===== src/rtl/ddr3_bridge_pkg.sv =====
`default_nettype none

package ddr3_bridge_pkg;

	// ***************************************************************************
	// Geometry of the sequencer line and the debug host port
	// ***************************************************************************

	// Bytes in one 128 bit sequencer line
	localparam int LINE_BYTES = 16;

	// Host address bits that pick one byte lane inside a line
	localparam int LANE_SEL_BITS = 4;

	// Byte address width of the debug host
	localparam int HOST_ADDR_BITS = 24;

	// Row 13 plus bank 3 plus column 10 plus one extra mask bit
	localparam int SEQ_ADDR_BITS = 13 + 3 + 10 + 1;

	// Tag carried through the sequencer with each read
	localparam int VECT_BITS = 5;

	// Plain vector types for the widths in use
	typedef logic [7:0] byte_t;
	typedef logic [LINE_BYTES*8-1:0] line_t;
	typedef logic [LINE_BYTES-1:0] mask_t;
	typedef logic [HOST_ADDR_BITS-1:0] host_addr_t;
	typedef logic [SEQ_ADDR_BITS-1:0] seq_addr_t;
	typedef logic [VECT_BITS-1:0] vect_t;

	// Completed read counter
	typedef logic [15:0] count_t;

endpackage

`default_nettype wire


===== src/rtl/debug_ddr3_bridge.sv =====
`default_nettype none

module debug_ddr3_bridge
(
	input wire DDR3_CLK_25,
	input wire RESET,

	// Debug host port
	input wire host_rd_req,
	input wire host_wr_req,
	input wire ddr3_bridge_pkg::host_addr_t host_addr,
	input wire ddr3_bridge_pkg::byte_t host_wdata,
	output logic host_rd_rdy,
	output ddr3_bridge_pkg::byte_t host_rdata,
	output ddr3_bridge_pkg::count_t read_count,

	// Sequencer command port
	output logic seq_cmd_ena_t,
	output logic seq_write_ena,
	output ddr3_bridge_pkg::seq_addr_t seq_addr,
	output ddr3_bridge_pkg::line_t seq_wdata,
	output ddr3_bridge_pkg::mask_t seq_wmask,
	output ddr3_bridge_pkg::vect_t seq_rdata_vect_in,

	// Sequencer results
	input wire seq_busy_t,
	input wire seq_rdata_rdy_t,
	input wire ddr3_bridge_pkg::line_t seq_rdata,
	input wire ddr3_bridge_pkg::vect_t seq_rdata_vect_out,

	// Status inputs
	input wire txd_active,
	input wire rxd_active,
	input wire pll_locked,
	input wire cal_pass,
	input wire ddr3_ready,
	input wire ddr3_bridge_pkg::byte_t rdcal_data,

	// Status outputs
	output ddr3_bridge_pkg::byte_t status_byte,
	output ddr3_bridge_pkg::byte_t cal_byte,
	output ddr3_bridge_pkg::byte_t led
);

	// ***************************************************************************
	// Host strobes to sequencer commands
	// ***************************************************************************
	seq_cmd_issue seq_cmd_issue_i
	(
		.DDR3_CLK_25(DDR3_CLK_25),
		.RESET(RESET),
		.host_rd_req(host_rd_req),
		.host_wr_req(host_wr_req),
		.host_addr(host_addr),
		.host_wdata(host_wdata),
		.seq_busy_t(seq_busy_t),
		.seq_cmd_ena_t(seq_cmd_ena_t),
		.seq_write_ena(seq_write_ena),
		.seq_addr(seq_addr),
		.seq_wdata(seq_wdata),
		.seq_wmask(seq_wmask),
		.seq_rdata_vect_in(seq_rdata_vect_in)
	);

	// Read results back to the host
	read_return read_return_i
	(
		.DDR3_CLK_25(DDR3_CLK_25),
		.RESET(RESET),
		.seq_rdata_rdy_t(seq_rdata_rdy_t),
		.seq_rdata(seq_rdata),
		.seq_rdata_vect_out(seq_rdata_vect_out),
		.host_rd_rdy(host_rd_rdy),
		.host_rdata(host_rdata),
		.read_count(read_count)
	);

	// Status byte, calibration byte and LEDs
	status_report status_report_i
	(
		.DDR3_CLK_25(DDR3_CLK_25),
		.txd_active(txd_active),
		.rxd_active(rxd_active),
		.pll_locked(pll_locked),
		.cal_pass(cal_pass),
		.ddr3_ready(ddr3_ready),
		.rdcal_data(rdcal_data),
		.status_byte(status_byte),
		.cal_byte(cal_byte),
		.led(led)
	);

endmodule

`default_nettype wire


===== src/rtl/read_return.sv =====
`default_nettype none

module read_return
(
	input wire DDR3_CLK_25,
	input wire RESET,
	input wire seq_rdata_rdy_t,
	input wire ddr3_bridge_pkg::line_t seq_rdata,
	input wire ddr3_bridge_pkg::vect_t seq_rdata_vect_out,
	output logic host_rd_rdy,
	output ddr3_bridge_pkg::byte_t host_rdata,
	output ddr3_bridge_pkg::count_t read_count
);

	import ddr3_bridge_pkg::*;

	// Ready toggle after first register
	logic rdy_s1;
	// Ready toggle after second register
	logic rdy_s2;
	// Lane picked by the returned vector
	logic [LANE_SEL_BITS-1:0] rd_lane;

	// ***************************************************************************
	// Byte select from the returned line
	// ***************************************************************************
	always_comb
	begin
		// Same lane order as the write side
		rd_lane = ~seq_rdata_vect_out[LANE_SEL_BITS-1:0];

		// Line and vector are held by the sequencer until the next return
		host_rdata = seq_rdata[{rd_lane, 3'b000} +: 8];
	end

	// ***************************************************************************
	// Ready toggle to host pulse
	// ***************************************************************************
	always_ff @(posedge DDR3_CLK_25)
	begin
		if (RESET)
		begin
			// Track the live toggle so release gives no stray pulse
			rdy_s1 <= seq_rdata_rdy_t;
			rdy_s2 <= rdy_s1;
			host_rd_rdy <= 1'b0;
		end
		else
		begin
			rdy_s1 <= seq_rdata_rdy_t;
			rdy_s2 <= rdy_s1;

			// Stages differ for exactly one cycle per toggle edge
			host_rd_rdy <= rdy_s1 != rdy_s2;
		end
	end

	// ***************************************************************************
	// Completed read counter
	// ***************************************************************************
	always_ff @(posedge DDR3_CLK_25)
	begin
		if (RESET)
			read_count <= '0;
		else if (host_rd_rdy)
			// Wraps at full count
			read_count <= read_count + 1'b1;
	end

endmodule

`default_nettype wire


===== src/rtl/seq_cmd_issue.sv =====
`default_nettype none

module seq_cmd_issue
(
	input wire DDR3_CLK_25,
	input wire RESET,
	input wire host_rd_req,
	input wire host_wr_req,
	input wire ddr3_bridge_pkg::host_addr_t host_addr,
	input wire ddr3_bridge_pkg::byte_t host_wdata,
	input wire seq_busy_t,
	output logic seq_cmd_ena_t,
	output logic seq_write_ena,
	output ddr3_bridge_pkg::seq_addr_t seq_addr,
	output ddr3_bridge_pkg::line_t seq_wdata,
	output ddr3_bridge_pkg::mask_t seq_wmask,
	output ddr3_bridge_pkg::vect_t seq_rdata_vect_in
);

	import ddr3_bridge_pkg::*;

	// Either host strobe starts a command
	logic host_req;
	// Flips once per captured request
	logic req_t;
	// Lane of the addressed byte, counted from the top of the line
	logic [LANE_SEL_BITS-1:0] wr_lane;
	mask_t wr_mask;
	line_t wr_line;
	seq_addr_t line_addr;

	// ***************************************************************************
	// Byte to line encoding
	// ***************************************************************************
	always_comb
	begin
		host_req = host_rd_req | host_wr_req;

		// Byte 0 of a line sits in the top lane
		wr_lane = ~host_addr[LANE_SEL_BITS-1:0];

		// One hot write mask for that lane
		wr_mask = mask_t'(1) << wr_lane;

		// Same byte in every lane, the mask picks the one written
		wr_line = {LINE_BYTES{host_wdata}};

		// Line aligned address, low lane bits forced to zero
		line_addr = seq_addr_t'({host_addr[HOST_ADDR_BITS-1:LANE_SEL_BITS],
			{LANE_SEL_BITS{1'b0}}});
	end

	// ***************************************************************************
	// Request capture and toggle command issue
	// ***************************************************************************
	always_ff @(posedge DDR3_CLK_25)
	begin
		if (RESET)
		begin
			req_t <= 1'b0;
			seq_cmd_ena_t <= 1'b0;
			seq_write_ena <= 1'b0;
			seq_addr <= '0;
			seq_rdata_vect_in <= '0;
		end
		else
		begin
			// Latch the command fields with the strobe
			if (host_req)
			begin
				req_t <= ~req_t;
				seq_write_ena <= host_wr_req;
				seq_addr <= line_addr;
				// Low address bits return with the read data
				seq_rdata_vect_in <= host_addr[VECT_BITS-1:0];
			end

			// Sequencer idle when busy toggle has caught up
			// Pending request waits here for as long as it takes
			if (seq_busy_t == seq_cmd_ena_t)
				seq_cmd_ena_t <= req_t;
		end
	end

	// Write payload follows the strobe
	always_ff @(posedge DDR3_CLK_25)
	begin
		if (host_req)
		begin
			seq_wdata <= wr_line;
			seq_wmask <= wr_mask;
		end
	end

endmodule

`default_nettype wire


===== src/rtl/status_report.sv =====
`default_nettype none

module status_report
(
	input wire DDR3_CLK_25,
	input wire txd_active,
	input wire rxd_active,
	input wire pll_locked,
	input wire cal_pass,
	input wire ddr3_ready,
	input wire ddr3_bridge_pkg::byte_t rdcal_data,
	output ddr3_bridge_pkg::byte_t status_byte,
	output ddr3_bridge_pkg::byte_t cal_byte,
	output ddr3_bridge_pkg::byte_t led
);

	// Serial link busy on either direction
	logic link_active;

	assign link_active = txd_active | rxd_active;

	// ***************************************************************************
	// Registered status, calibration and LED outputs
	// ***************************************************************************
	always_ff @(posedge DDR3_CLK_25)
	begin
		// Bit 7 rx, bit 4 ready, bit 3 cal, bit 2 lock, bit 0 tx
		status_byte <= {rxd_active,
			2'b00,
			ddr3_ready,
			cal_pass,
			pll_locked,
			1'b0,
			txd_active};

		// Raw read calibration result
		cal_byte <= rdcal_data;

		// LEDs are active low
		// Top LED flips back while the serial link is busy
		led <= ~rdcal_data ^ {link_active, 7'b000_0000};
	end

endmodule

`default_nettype wire


===== config.mk =====
export PLATFORM = sky130hd
export DESIGN_NAME = debug_ddr3_bridge
export DESIGN_NICKNAME = d
export VERILOG_FILES = /design/src/rtl/ddr3_bridge_pkg.sv /design/src/rtl/debug_ddr3_bridge.sv /design/src/rtl/read_return.sv /design/src/rtl/seq_cmd_issue.sv /design/src/rtl/status_report.sv
export SDC_FILE = /design/constraint.sdc
export NUM_CORES = 1
export LEC_CHECK = 0
export ABC_AREA = 1
export BUFFER_PORTS_ARGS = -buffer_cell sky130_fd_sc_hd__buf_2
export CAP_MARGIN = 20
export CORE_AREA = 2 2 160 162
export DETAILED_ROUTE_END_ITERATION = 7
export DIE_AREA = 0 0 162 164
export HOLD_SLACK_MARGIN = 0.03
export SLEW_MARGIN = 20
export SYNTH_ARGS = -nofsm -noshare
export SYNTH_HDL_FRONTEND = slang
export SYNTH_SLANG_ARGS = --single-unit

===== constraint.sdc =====
create_clock -name DDR3_CLK_25 -period 1.95 [get_ports DDR3_CLK_25]
set_input_delay 0.39 -clock DDR3_CLK_25 [delete_from_list [all_inputs] [get_ports DDR3_CLK_25]]
set_output_delay 0.39 -clock DDR3_CLK_25 [all_outputs]
set_load 0.01 [all_outputs]

Word-level counts from Yosys, hierarchy flattened
Index checks and enable logic that the tools add are counted.
{"block": "word_totals", "ff_bits": 212, "in_bits": 184}
{"block": "classes", "add_sub_neg": 1, "eq_ne": 2, "shift": 2, "bitwise_logic": 7}
{"cell": "$shiftx A128 B8 Y8", "n": 1}
{"cell": "$add A16 B1 Y16 const B", "n": 1}
{"cell": "$shl A1 B4 Y16 const A", "n": 1}
{"cell": "$not A4 Y4", "n": 2}
{"cell": "$not A8 Y8", "n": 1}
{"cell": "$xor A8 B8 Y8", "n": 1}
{"cell": "$or A1 B1 Y1", "n": 2}
{"cell": "$eq A1 B1 Y1", "n": 1}
{"cell": "$ne A1 B1 Y1", "n": 1}
{"cell": "$not A1 Y1", "n": 1}

Logic depth before layout (Yosys ltp)
Gate-level depths: netlist of run 1.
{"block": "depth", "ltp_word": 2, "mapped_depth": 9, "mapped_depth_nobuf": 8}

Hierarchy
Synthesis of run 1 repeated with hierarchy kept, for this count alone.
{"block": "unflattened", "hier_cells": 845, "area_unflattened_um2": 5746.8}
{"module": "seq_cmd_issue", "n_inst": 1, "cells_per_inst": 350, "area_per_inst_um2": 2945.3}
{"module": "read_return", "n_inst": 1, "cells_per_inst": 458, "area_per_inst_um2": 2308.5}
{"module": "status_report", "n_inst": 1, "cells_per_inst": 37, "area_per_inst_um2": 493.0}

Worst setup path after synthesis of run 1
No wires, ideal clock.
{"block": "synth_timing", "kind": "input to register", "from": "input host_wr_req", "to": "register seq_cmd_issue_i.seq_wdata[119], enable pin", "arrival_time_ns": 1.401, "setup_slack_ns": 0.151, "cell_stages": 3, "n_path_buf": 1, "cell_sequence": "nor2_1 -> inv_1 -> clkbuf_1"}
{"block": "synth_between", "elab_chain_cells": 1}
{"item": "start, declared", "line_no": "debug_ddr3_bridge.sv:10", "source": "input wire host_wr_req,"}
{"item": "$or A1 B1 Y1", "line_no": "seq_cmd_issue.sv:37", "source": "host_req = host_rd_req | host_wr_req;"}
{"item": "net seq_cmd_issue_i.host_req", "line_no": "seq_cmd_issue.sv:23", "source": "logic host_req;"}
{"item": "end signal, assigned", "line_no": "seq_cmd_issue.sv:90", "source": "seq_wdata <= wr_line;"}
{"item": "end, declared", "line_no": "seq_cmd_issue.sv:15", "source": "output ddr3_bridge_pkg::line_t seq_wdata,"}
The timed path passes the listed nets, and every way through them passes these cells.
A chain may end at the register's enable or synchronous reset.

Worst setup path in the final report of run 1
{"block": "layout_timing", "from": "input seq_rdata_vect_out[0]", "to": "output host_rdata[7]"}
{"block": "layout_between", "elab_chain_cells": 2}
{"item": "start, declared", "line_no": "debug_ddr3_bridge.sv:29", "source": "input wire ddr3_bridge_pkg::vect_t seq_rdata_vect_out,"}
{"item": "$not A4 Y4", "line_no": "read_return.sv:30", "source": "rd_lane = ~seq_rdata_vect_out[LANE_SEL_BITS-1:0];"}
{"item": "$shiftx A128 B8 Y8", "line_no": "read_return.sv:33", "source": "host_rdata = seq_rdata[{rd_lane, 3'b000} +: 8];"}
{"item": "end, declared", "line_no": "debug_ddr3_bridge.sv:14", "source": "output ddr3_bridge_pkg::byte_t host_rdata,"}
Every way passes these cells.

==> results of run 1 <==
==> repair_timing <==
| action | 4_1_cts | 5_1_grt |
|---|---|---|
| hold endpoints to repair | 0 | 0 |
| setup endpoints to repair | 0 | 7 |
| gates resized for setup | 0 | 9 |
==> cell type report <==
class	instances	area (um2)
Tap cell	330	412.9
Multi-Input combinational cell	475	2054
Clock buffer	10	229.0
Clock inverter	6	56.30
Fill cell	2753	17490
Timing Repair Buffer	422	2255
Sequential cell	91	2062
Inverter	65	256.5
==> cell families (layout without fill, tap and decap cells) <==
kind of cell / Yosys count / in the layout
DFF: 91 / 91
AOI/OAI and AO/OA: 63 / 63
other: 1 / 10
adders and majority gates: 1 / 1
and+or+nand+nor: 397 / 397
buffers and inverters: 231 / 503
xor gates and xnor gates: 4 / 4
==> layer usage <==
layer	vias up	track usage [%]	wire length, um
met5	-	0	0
met2	250	20.77	8455
met1	2453	14.19	6972
met3	20	2.904	1334
li1	2867	-	-
met4	0	3.942	331
==> cell usage after synthesis, types with 2 or more instances <==
library cell | count | area [um2]
a21oi_1 | 16 | 80.08
buf_4 | 137 | 1028
inv_2 | 3 | 11.26
nand3_1 | 83 | 415.4
dfxtp_1 | 67 | 1341
xor2_1 | 2 | 17.52
inv_1 | 60 | 225.2
xnor2_1 | 2 | 17.52
buf_2 | 13 | 65.06
buf_1 | 2 | 7.510
buf_6 | 4 | 45.04
nand4_1 | 2 | 12.51
o211ai_2 | 3 | 37.54
o21ai_0 | 38 | 190.2
o21ai_1 | 4 | 20.02
clkbuf_1 | 8 | 30.03
edfxtp_1 | 24 | 720.7
nor2_1 | 109 | 409.1
nand2_1 | 199 | 747.0
==> cell usage in the layout, fill, tap and decap left out, types with 10 or more instances in the layout <==
master | synthesis | final
buf_2 | 13 | 398
nand2_1 | 199 | 199
nor2_1 | 109 | 109
nand3_1 | 83 | 83
dfxtp_1 | 67 | 67
inv_1 | 60 | 60
o21ai_0 | 38 | 38
edfxtp_1 | 24 | 24
a21oi_1 | 16 | 16
buf_4 | 137 | 15
conb_1 | 1 | 10
clkbuf_16 | 0 | 10
==> power groups by stage <==
stage | registers (uW) | logic, uW | clock network [uW]
6_report | 2150 | 1210 | 1680
2_1_floorplan | 2240 | 829 | 0
4_1_cts | 2150 | 1210 | 1730
5_1_grt | 2170 | 1330 | 1820
3_3_place_gp | 2180 | 1200 | 0
3_5_place_dp | 2190 | 1210 | 0
==> sequential cells by signal (all words and copies together) (netlist names) <==
| signal | flops |
|---|---|
| seq_cmd_issue_i.req_t | 1 |
| seq_cmd_issue_i.seq_write_ena | 1 |
| read_return_i.read_count | 16 |
| seq_cmd_issue_i.seq_wdata | 8 |
| seq_cmd_issue_i.seq_addr | 20 |
| read_return_i.host_rd_rdy | 1 |
| seq_cmd_issue_i.seq_wmask | 16 |
| read_return_i.rdy_s1 | 1 |
| status_report_i.led | 8 |
| status_report_i.status_byte | 5 |
| seq_cmd_issue_i.seq_cmd_ena_t | 1 |
| read_return_i.rdy_s2 | 1 |
| status_report_i.cal_byte | 8 |
| seq_cmd_issue_i.seq_rdata_vect_in | 4 |
==> worst max path at each step <==
stage / to / start / slack (ns)
2_1_floorplan: seq_cmd_issue_i.seq_wdata[119]$_DFFE_PP_ / host_wr_req / 0.15
3_3_place_gp: host_rdata[7] / seq_rdata_vect_out[0] / 0.05
3_5_place_dp: host_rdata[7] / seq_rdata_vect_out[0] / 0.06
4_1_cts: host_rdata[7] / seq_rdata_vect_out[0] / 0.06
5_1_grt: host_rdata[6] / seq_rdata_vect_out[0] / 0.03
6_report: host_rdata[7] / seq_rdata_vect_out[0] / 0.16
==> stage by stage <==
step	std cells	instance area, um2	setup WS [ns]	power (uW)	hold slack [ns]
3_5_place_dp	1382	6988	0.06150	3397	0.3588
6_report	1399	7326	0.1607	5037	0.1373
4_1_cts	1398	7273	0.05600	5089	0.1243
2_1_floorplan	797	5559	0.1514	3066	0.3499
3_3_place_gp	1382	6988	0.04974	3387	0.3562
5_1_grt	1399	7326	0.02690	5316	0.1157
==> metrics, run 1 <==
run status=finished, final reports clean; Pint=around 3500 uW; Final Hold Fails=0; antenna fix cells=0; Leakage=~0.0041 uW; synthesized area per cell=7.012 um2; grt ovf=0; YS warnings=0; skew final=0.008173 ns; IO Count=411; placer congestion estimate=0.8433; worst r2r path cells=6; largest delay contributor family on the critical path=buffers and inverters; WP buf/inv=4; Worst Setup End Kind=output port; routed vias/inst=3.996; worst hold path type=input pin to flop; RSZ-0062 raised after global routing=false; Synth Area in Compound Gates=6.205%; Critical R2R Launch=read_return_i.host_rd_rdy$_SDFF_PP0_; max-slew violations=0; Top FF cell, synth=dfxtp_1; Final ANT Viol Nets=0; nets@finish=~1200; TritonCTS buffer count=9; worst-path cell chain=buf_6, clkinv_8, buf_4, o21ai_0, nand3_1, nand3_1, nand2_1, buf_2; most frequent CP cell=nand3_1; initial antenna violation count=0; Die ar.=26570 um2; Gate power share=24.0%; area share of fa/ha/maj cells after synthesis=0.2264%; number of flops mapped to enable cells by yosys=24; via count of the routed design=5590; worst-skew pair later-pin latency=0.34 ns; final core utilization=about 30%; CTS H-tree depth=3; hpwl dp=13740 um; Cell Pwr Density=687.5 nW/um2; VDD IR max=roughly 0.52 mV; Clock Path Buffers=2; Simple-Gate Fraction of Synth Area=29.44%; Synth Instances=788; FMAX=0.5589 GHz; max_cap viols=0; hold path startpoint=cal_pass; ys async rst share=0%; CP max FO=18; Setup Crit Path Kind=input pin to output port; Tmin final=approximately 1.8 ns; Seq pwr share=42.6%; slowest CP cell=buf_4; Finish-stage setup viols=0; initial DRC count=295; CTS Sinks=91; Synth-to-Final Area Change=32.59%; core area=24820 um2; mapped cell area=5525 um2; clock root cell=clkbuf_16; worst rel slew slack=around two thirds; Sum Neg Setup Slack=0 ns; WP data arrival=1.40 ns; largest net degree at the start of global routing=52; fin crit share=91.76%; sink of the worst hold path=status_report_i.status_byte[3]$_DFF_P_; Switch Pwr=approximately 1600 uW; Worst R2R Setup Slack=approximately 0.6 ns; unique cell type count in the Yosys netlist=31; mux share of post-synthesis cell area=0%; starting density of the core=22.26%; Clk pwr share=33.4%; Avg WL per Cell=12.22 um; Synth Register Bits=between 90 and 100; startpoint types=input pin; combinational family with the most area after synthesis=simple AND/OR/NAND/NOR gates; die width=between 150 and 200 um; share of cells above drive strength 1=41.81%; Row Count=58; hold buffer count at CTS=0; number of global-route vias before repair=4873; IO Port Bufs=399; worst reg2reg endpoint=read_return_i.read_count[7]$_SDFFE_PP0P_; slowest stage delay, CP=0.19 ns; Worst path depth=8; DRC=0; Switching Share=just over 30%; GR Util All Layers=11.84%; WL final=17090 um; setup bufs post-CTS=0; Worst-Margin Slew=0.5274 ns; Pre-antenna DRT Iters=4; CTS tree=built; Worst Hold Depth=1; first-pass GRT wire length=24900 um; Post-Synth XOR/XNOR Area=less than 1%; Clock transition at path regs=0.07 ns; Chip Height=~160 um; WP data required=roughly 1.6 ns; sequential share of the synthesized area=37.32%
Note: power is estimated with default switching activity, not from simulation.
==> run 2, diff against run 1 <==
RECOVER_POWER = 50   (was default)
==> metrics, run 2 (synthesized netlist as in run 1, its figures left out) <==
slowest CP cell=buf_4; grt ovf=0 (unchanged); Gate power share=23.5% (-0.5 points); RSZ-0062 raised after global routing=false; worst-path cell chain=buf_6, clkinv_8, buf_4, nand2_1, nand2_1, nand2_1, nand3_1, nand3_1, nand2_1, buf_2; most frequent cells in the layout=buf_2, nand2_1, nor2_1, nand3_1, clkbuf_1; worst r2r path cells=7 (+1); hold path startpoint=cal_pass; worst hold path type=input pin to flop; Pint=3449 uW (-0.82%); largest net degree at the start of global routing=52 (unchanged); core area=24820 um2 (unchanged); Cell Pwr Density=694.4 nW/um2 (+1.0%); share of cells above drive strength 1=34.89% (-6.9 points); Worst Setup End Kind=output port; routed vias/inst=3.994 (about the same); placer congestion estimate=0.8433 (unchanged); Tmin final=1.791 ns (+0.002170 ns); starting density of the core=22.26% (unchanged); Synth-to-Final Area Change=30.57%; Sum Neg Setup Slack=0 ns (unchanged); Row Count=58 (unchanged); final core utilization=29.07% (-0.45 points); VDD IR max=0.5168 mV (-0.23%); startpoint types=input pin; nets@finish=1249 (unchanged); Avg WL per Cell=12.24 um (+0.22%); worst reg2reg endpoint=read_return_i.read_count[15]$_SDFFE_PP0P_; Worst Hold Depth=1 (unchanged); Leakage=0.003845 uW (-5.9%); Switching Share=31.16% (+0.20 points); clock root cell=clkbuf_16; initial DRC count=312 (+5.8%); largest delay contributor family on the critical path=buffers and inverters; Largest Register=seq_cmd_issue_i.seq_addr; CP max FO=18 (unchanged); skew final=0.008076 ns (-0.00009764 ns); GR Util All Layers=11.84% (unchanged); max-slew violations=0 (unchanged); Setup Crit Path Kind=input pin to output port; FMAX=0.5582 GHz (-0.12%); WL final=17130 um (+0.22%); setup bufs post-CTS=0 (unchanged); Switch Pwr=1561 uW (+0.13%); first-pass GRT wire length=24900 um (unchanged); DRC=0 (unchanged); initial antenna violation count=0 (unchanged); IO Count=411 (unchanged); WP data arrival=1.40 ns (about the same); Clock transition at path regs=0.07 ns (about the same); TritonCTS buffer count=9 (unchanged); Pre-antenna DRT Iters=4 (unchanged); Die ar.=26570 um2 (unchanged); placed insts=1382 (unchanged); hold buffer count at CTS=0 (unchanged); via count of the routed design=5587 (-0.054%); Clock Path Buffers=2 (unchanged); fin crit share=91.87% (+0.11 points); Resized cells post-CTS=0 (unchanged); IO Port Bufs=399 (unchanged); slowest stage delay, CP=0.17 ns (-0.02 ns); Final ANT Viol Nets=0 (unchanged); fillcell total=2784 (+1.1%); Regs by FF count=seq_cmd_issue_i.seq_addr x20, read_return_i.read_count x16, seq_cmd_issue_i.seq_wmask x16; CTS Sinks=91 (unchanged); WP data required=1.56 ns (about the same); die width=162 um (unchanged); max reg flops=20 (unchanged); sink of the worst hold path=status_report_i.status_byte[3]$_DFF_P_; Finish-stage setup viols=0 (unchanged); Clk pwr share=33.6% (+0.2 points); worst rel slew slack=24.73% (-40 points); worst-skew pair later-pin latency=0.34 ns (about the same); most common cell after layout, fill and taps aside=buf_2; run status=finished, final reports clean; Chip Height=164 um (unchanged); Seq pwr share=42.9% (+0.3 points); CTS H-tree depth=3 (unchanged); number of global-route vias before repair=4873 (unchanged); most frequent CP cell=nand2_1; Worst-Margin Slew=1.129 ns (+0.6016 ns); WP buf/inv=4 (unchanged); Worst R2R Setup Slack=0.56 ns (-0.04 ns); Final Power=5010 uW (-0.53%); Final Hold Fails=0 (unchanged); hpwl dp=13740 um (unchanged); Post-Layout Cell Count=1399 (unchanged); CTS tree=built; Worst Setup SP=seq_rdata_vect_out[0]; antenna fix cells=0 (unchanged); Critical R2R Launch=read_return_i.host_rd_rdy$_SDFF_PP0_; max_cap viols=0 (unchanged)
-- run 2: cell count changes in the layout (fill, tap and decap cells not counted) --
cell,change
buf_12,-1
buf_2,-71
buf_4,-2
inv_1,+1
inv_2,-1
clkbuf_2,+1
clkbuf_1,+73
-- run 2: area by class of cell --
| class | count | area, um2 | share of cell area (%) |
|---|---|---|---|
| well taps | 330 | 412.9 | 5.723 |
| repair buffers | 422 | 2143 | 29.71 |
| clock inverters | 6 | 56.30 | 0.7804 |
| flip-flops and latches | 91 | 2062 | 28.58 |
| inverters | 65 | 256.5 | 3.555 |
| clock buffers | 10 | 229.0 | 3.174 |
| multi-input cells | 475 | 2054 | 28.48 |
-- run 2: worst reg2reg max path, cell delays in order, from the launching register on --
cell and delay (ns):
dfxtp_1 0.52, inv_1 0.13, nor2_1 0.17, nand2_1 0.12, nor2_4 0.16, nand3_1 0.09, nand2_1 0.06, nor2_1 0.04
-- run 2: metrics by stage --
step / hold slack [ns] / cell area (um2) / setup WS [ns]
6_report: 0.1369 / 7214 / 0.1586
5_1_grt: 0.1157 / 7214 / 0.02690
4_1_cts: 0.1243 / 7273 / 0.05600
3_5_place_dp: 0.3588 / 6988 / 0.06150
3_3_place_gp: 0.3562 / 6988 / 0.04974
2_1_floorplan: 0.3499 / 5559 / 0.1514
-- run 2: power groups by stage --
stage	Sequential (uW)	Clock [uW]	Combinational (uW)
after floorplan	2240	0	829
after CTS	2150	1730	1210
after global routing	2170	1820	1300
final	2150	1680	1180
after global placement	2180	0	1200
after detailed placement	2190	0	1210
-- run 2: worst max path at each step --
stage	to	slack, ns	cells past startpoint
final	host_rdata[7]	0.16	10
after CTS	host_rdata[7]	0.06	10
after global routing	host_rdata[6]	0.03	9
after floorplan	seq_cmd_issue_i.seq_wdata[119]$_DFFE_PP_	0.15	3
after detailed placement	host_rdata[7]	0.06	10
after global placement	host_rdata[7]	0.05	10
-- run 2: routing by layer --
layer	global-route usage [%]	up-vias	share of wire [%]
met3	2.904	20	7.7
met1	14.19	2449	41
met4	3.942	0	1.9
met2	20.77	249	49
met5	0	-	0
li1	-	2869	-
==> run 3, diff against run 2 <==
clock period = 1.94 ns   (was 1.95 ns; I/O delays follow)
==> metrics, run 3 (synthesized netlist as in run 1, its figures left out) <==
Worst R2R Setup Slack=0.54 ns (-0.02 ns); placed insts=1381 (-0.072%); IO Port Bufs=399 (unchanged); worst r2r path cells=7 (unchanged); Worst Setup End Kind=output port; CTS Sinks=91 (unchanged); DRC=0 (unchanged); Avg WL per Cell=12.15 um (-0.81%); Largest Register=seq_cmd_issue_i.seq_addr; worst reg2reg endpoint=read_return_i.read_count[15]$_SDFFE_PP0P_; Chip Height=164 um (unchanged); max_cap viols=0 (unchanged); FMAX=about 0.55 GHz; sink of the worst hold path=status_report_i.status_byte[3]$_DFF_P_; area of the multi-input gates=2057 um2 (+0.12%); worst rel slew slack=24.73% (about the same); Worst Hold Depth=1 (unchanged); startpoint types=input pin; number of global-route vias before repair=4817 (-1.1%); Synth-to-Final Area Change=31.41%; GR Util All Layers=11.73% (-0.11 points); nets@finish=1250 (+0.080%); fin crit share=between 90% and 100%; storage element area=2062 um2 (unchanged); first-pass GRT wire length=24610 um (-1.2%); core area=24820 um2 (unchanged); Clock Path Buffers=2 (unchanged); Final Hold Fails=0 (unchanged); TritonCTS buffer count=9 (unchanged); Regs by FF count=seq_cmd_issue_i.seq_addr x20, read_return_i.read_count x16, seq_cmd_issue_i.seq_wmask x16; via count of the routed design=5675 (+1.6%); Clock transition at path regs=0.07 ns (about the same); Tmin final=1.808 ns; RSZ-0062 raised after global routing=false; WP data arrival=1.42 ns (+0.02 ns); placer congestion estimate=0.8504 (+0.84%); largest net degree at the start of global routing=52 (unchanged); clock root cell=clkbuf_16; Finish-stage setup viols=0 (unchanged); initial antenna violation count=0 (unchanged); most common cell after layout, fill and taps aside=buf_2; Leakage=0.003860 uW (+0.41%); Post-Layout Cell Count=1400 (+0.071%); CTS tree=built; max-slew violations=0 (unchanged); Die ar.=26570 um2 (unchanged); WL final=17000 um (-0.74%); IO Count=411 (unchanged); WP data required=1.55 ns (about the same); skew final=0.008531 ns (+0.0004549 ns); initial DRC count=322 (+3.2%); share of cells above drive strength 1=34.86% (about the same); most frequent cells in the layout=buf_2, nand2_1, nor2_1, nand3_1, clkbuf_1; grt ovf=0 (unchanged); final core utilization=29.25% (+0.19 points); hpwl dp=13660 um (-0.60%); starting density of the core=22.26% (unchanged); hold path startpoint=cal_pass; max reg flops=20 (unchanged); Sum Neg Setup Slack=0 ns (unchanged); routed vias/inst=4.054 (+1.5%); worst-skew pair later-pin latency=0.34 ns (about the same); Row Count=58 (unchanged); run status=finished, final reports clean; antenna fix cells=0 (unchanged); Cell Pwr Density=721.2 nW/um2 (+3.8%); fillcell total=2783 (-0.036%); worst hold path type=input pin to flop; Critical R2R Launch=read_return_i.host_rd_rdy$_SDFF_PP0_; Setup Crit Path Kind=input pin to output port; Final ANT Viol Nets=0 (unchanged); Fin Hold WS=0.1406 ns (+0.003669 ns); die width=162 um (unchanged); Worst-Margin Slew=1.129 ns (+0.00002855 ns); CP max FO=18 (unchanged); Pre-antenna DRT Iters=4 (unchanged); VDD IR max=0.5642 mV (+9.2%); CTS H-tree depth=3 (unchanged)
==> run 3: cell types whose count changed in the layout (fill, tap and decap cells not counted), sizes merged <==
cell    previous run  this run
buf              347       346
bufinv             0         2
clkbuf            85        87
clkinv             2         1
inv               68        67
==> run 3: report_power, final <==
part,switching [uW],internal (uW)
Clock,746,1140
Combinational,682,505
Sequential,96.7,2060
==> run 3: critical path, stage by stage <==
cell and delay [ns]:
buf_6 0.12, inv_6 0.13, buf_4 0.16, nand2_1 0.05, nand2_1 0.05, nand2_1 0.05
nand3_1 0.07, nand3_1 0.06, nand2_1 0.16, buf_2 0.16
==> run 3: area by class of cell <==
class	count	area share [%]
Clock buffer	10	3.154
Clock inverter	6	1.292
Inverter	65	3.429
Multi-Input combinational cell	475	28.33
Sequential cell	91	28.40
Tap cell	330	5.687
Timing Repair Buffer	423	29.71
==> run 3: per-stage QoR <==
stage | power [uW] | area, um2 | worst slack [ns]
floorplan | 3082 | 5559 | 0.1434
global placement | 3402 | 6980 | 0.04203
detailed placement | 3413 | 6980 | 0.05265
CTS | 5325 | 7303 | 0.04753
global route | 5514 | 7261 | 0.03473
finish | 5236 | 7261 | 0.1320
==> run 3: worst max-delay path by stage <==
stage                                     start                                  endpoint  slack, ns  depth (start not counted)
after global placement    seq_rdata_vect_out[0]                             host_rdata[7]       0.04                         10
after global routing      seq_rdata_vect_out[0]                             host_rdata[5]       0.03                         10
after floorplan                     host_wr_req  seq_cmd_issue_i.seq_wdata[119]$_DFFE_PP_       0.14                          3
final                     seq_rdata_vect_out[0]                             host_rdata[2]       0.13                         10
after CTS                 seq_rdata_vect_out[0]                             host_rdata[7]       0.05                         10
after detailed placement  seq_rdata_vect_out[0]                             host_rdata[7]       0.05                         10
==> run 3: layer usage <==
| metal | part of all wire [%] | track usage [%] | up-vias |
|---|---|---|---|
| li1 | - | - | 2875 |
| met1 | 41 | 14.06 | 2537 |
| met2 | 48 | 20.23 | 239 |
| met3 | 7.2 | 2.576 | 24 |
| met4 | 3.1 | 5.068 | 0 |
| met5 | 0 | 0 | - |
==> run 3: repair_timing <==
action | CTS | global route
endpoints found under the setup margin | 0 | 7
hold buffers | 0 | 0
gates resized for setup | 0 | 7
buffers inserted | 0 | 2
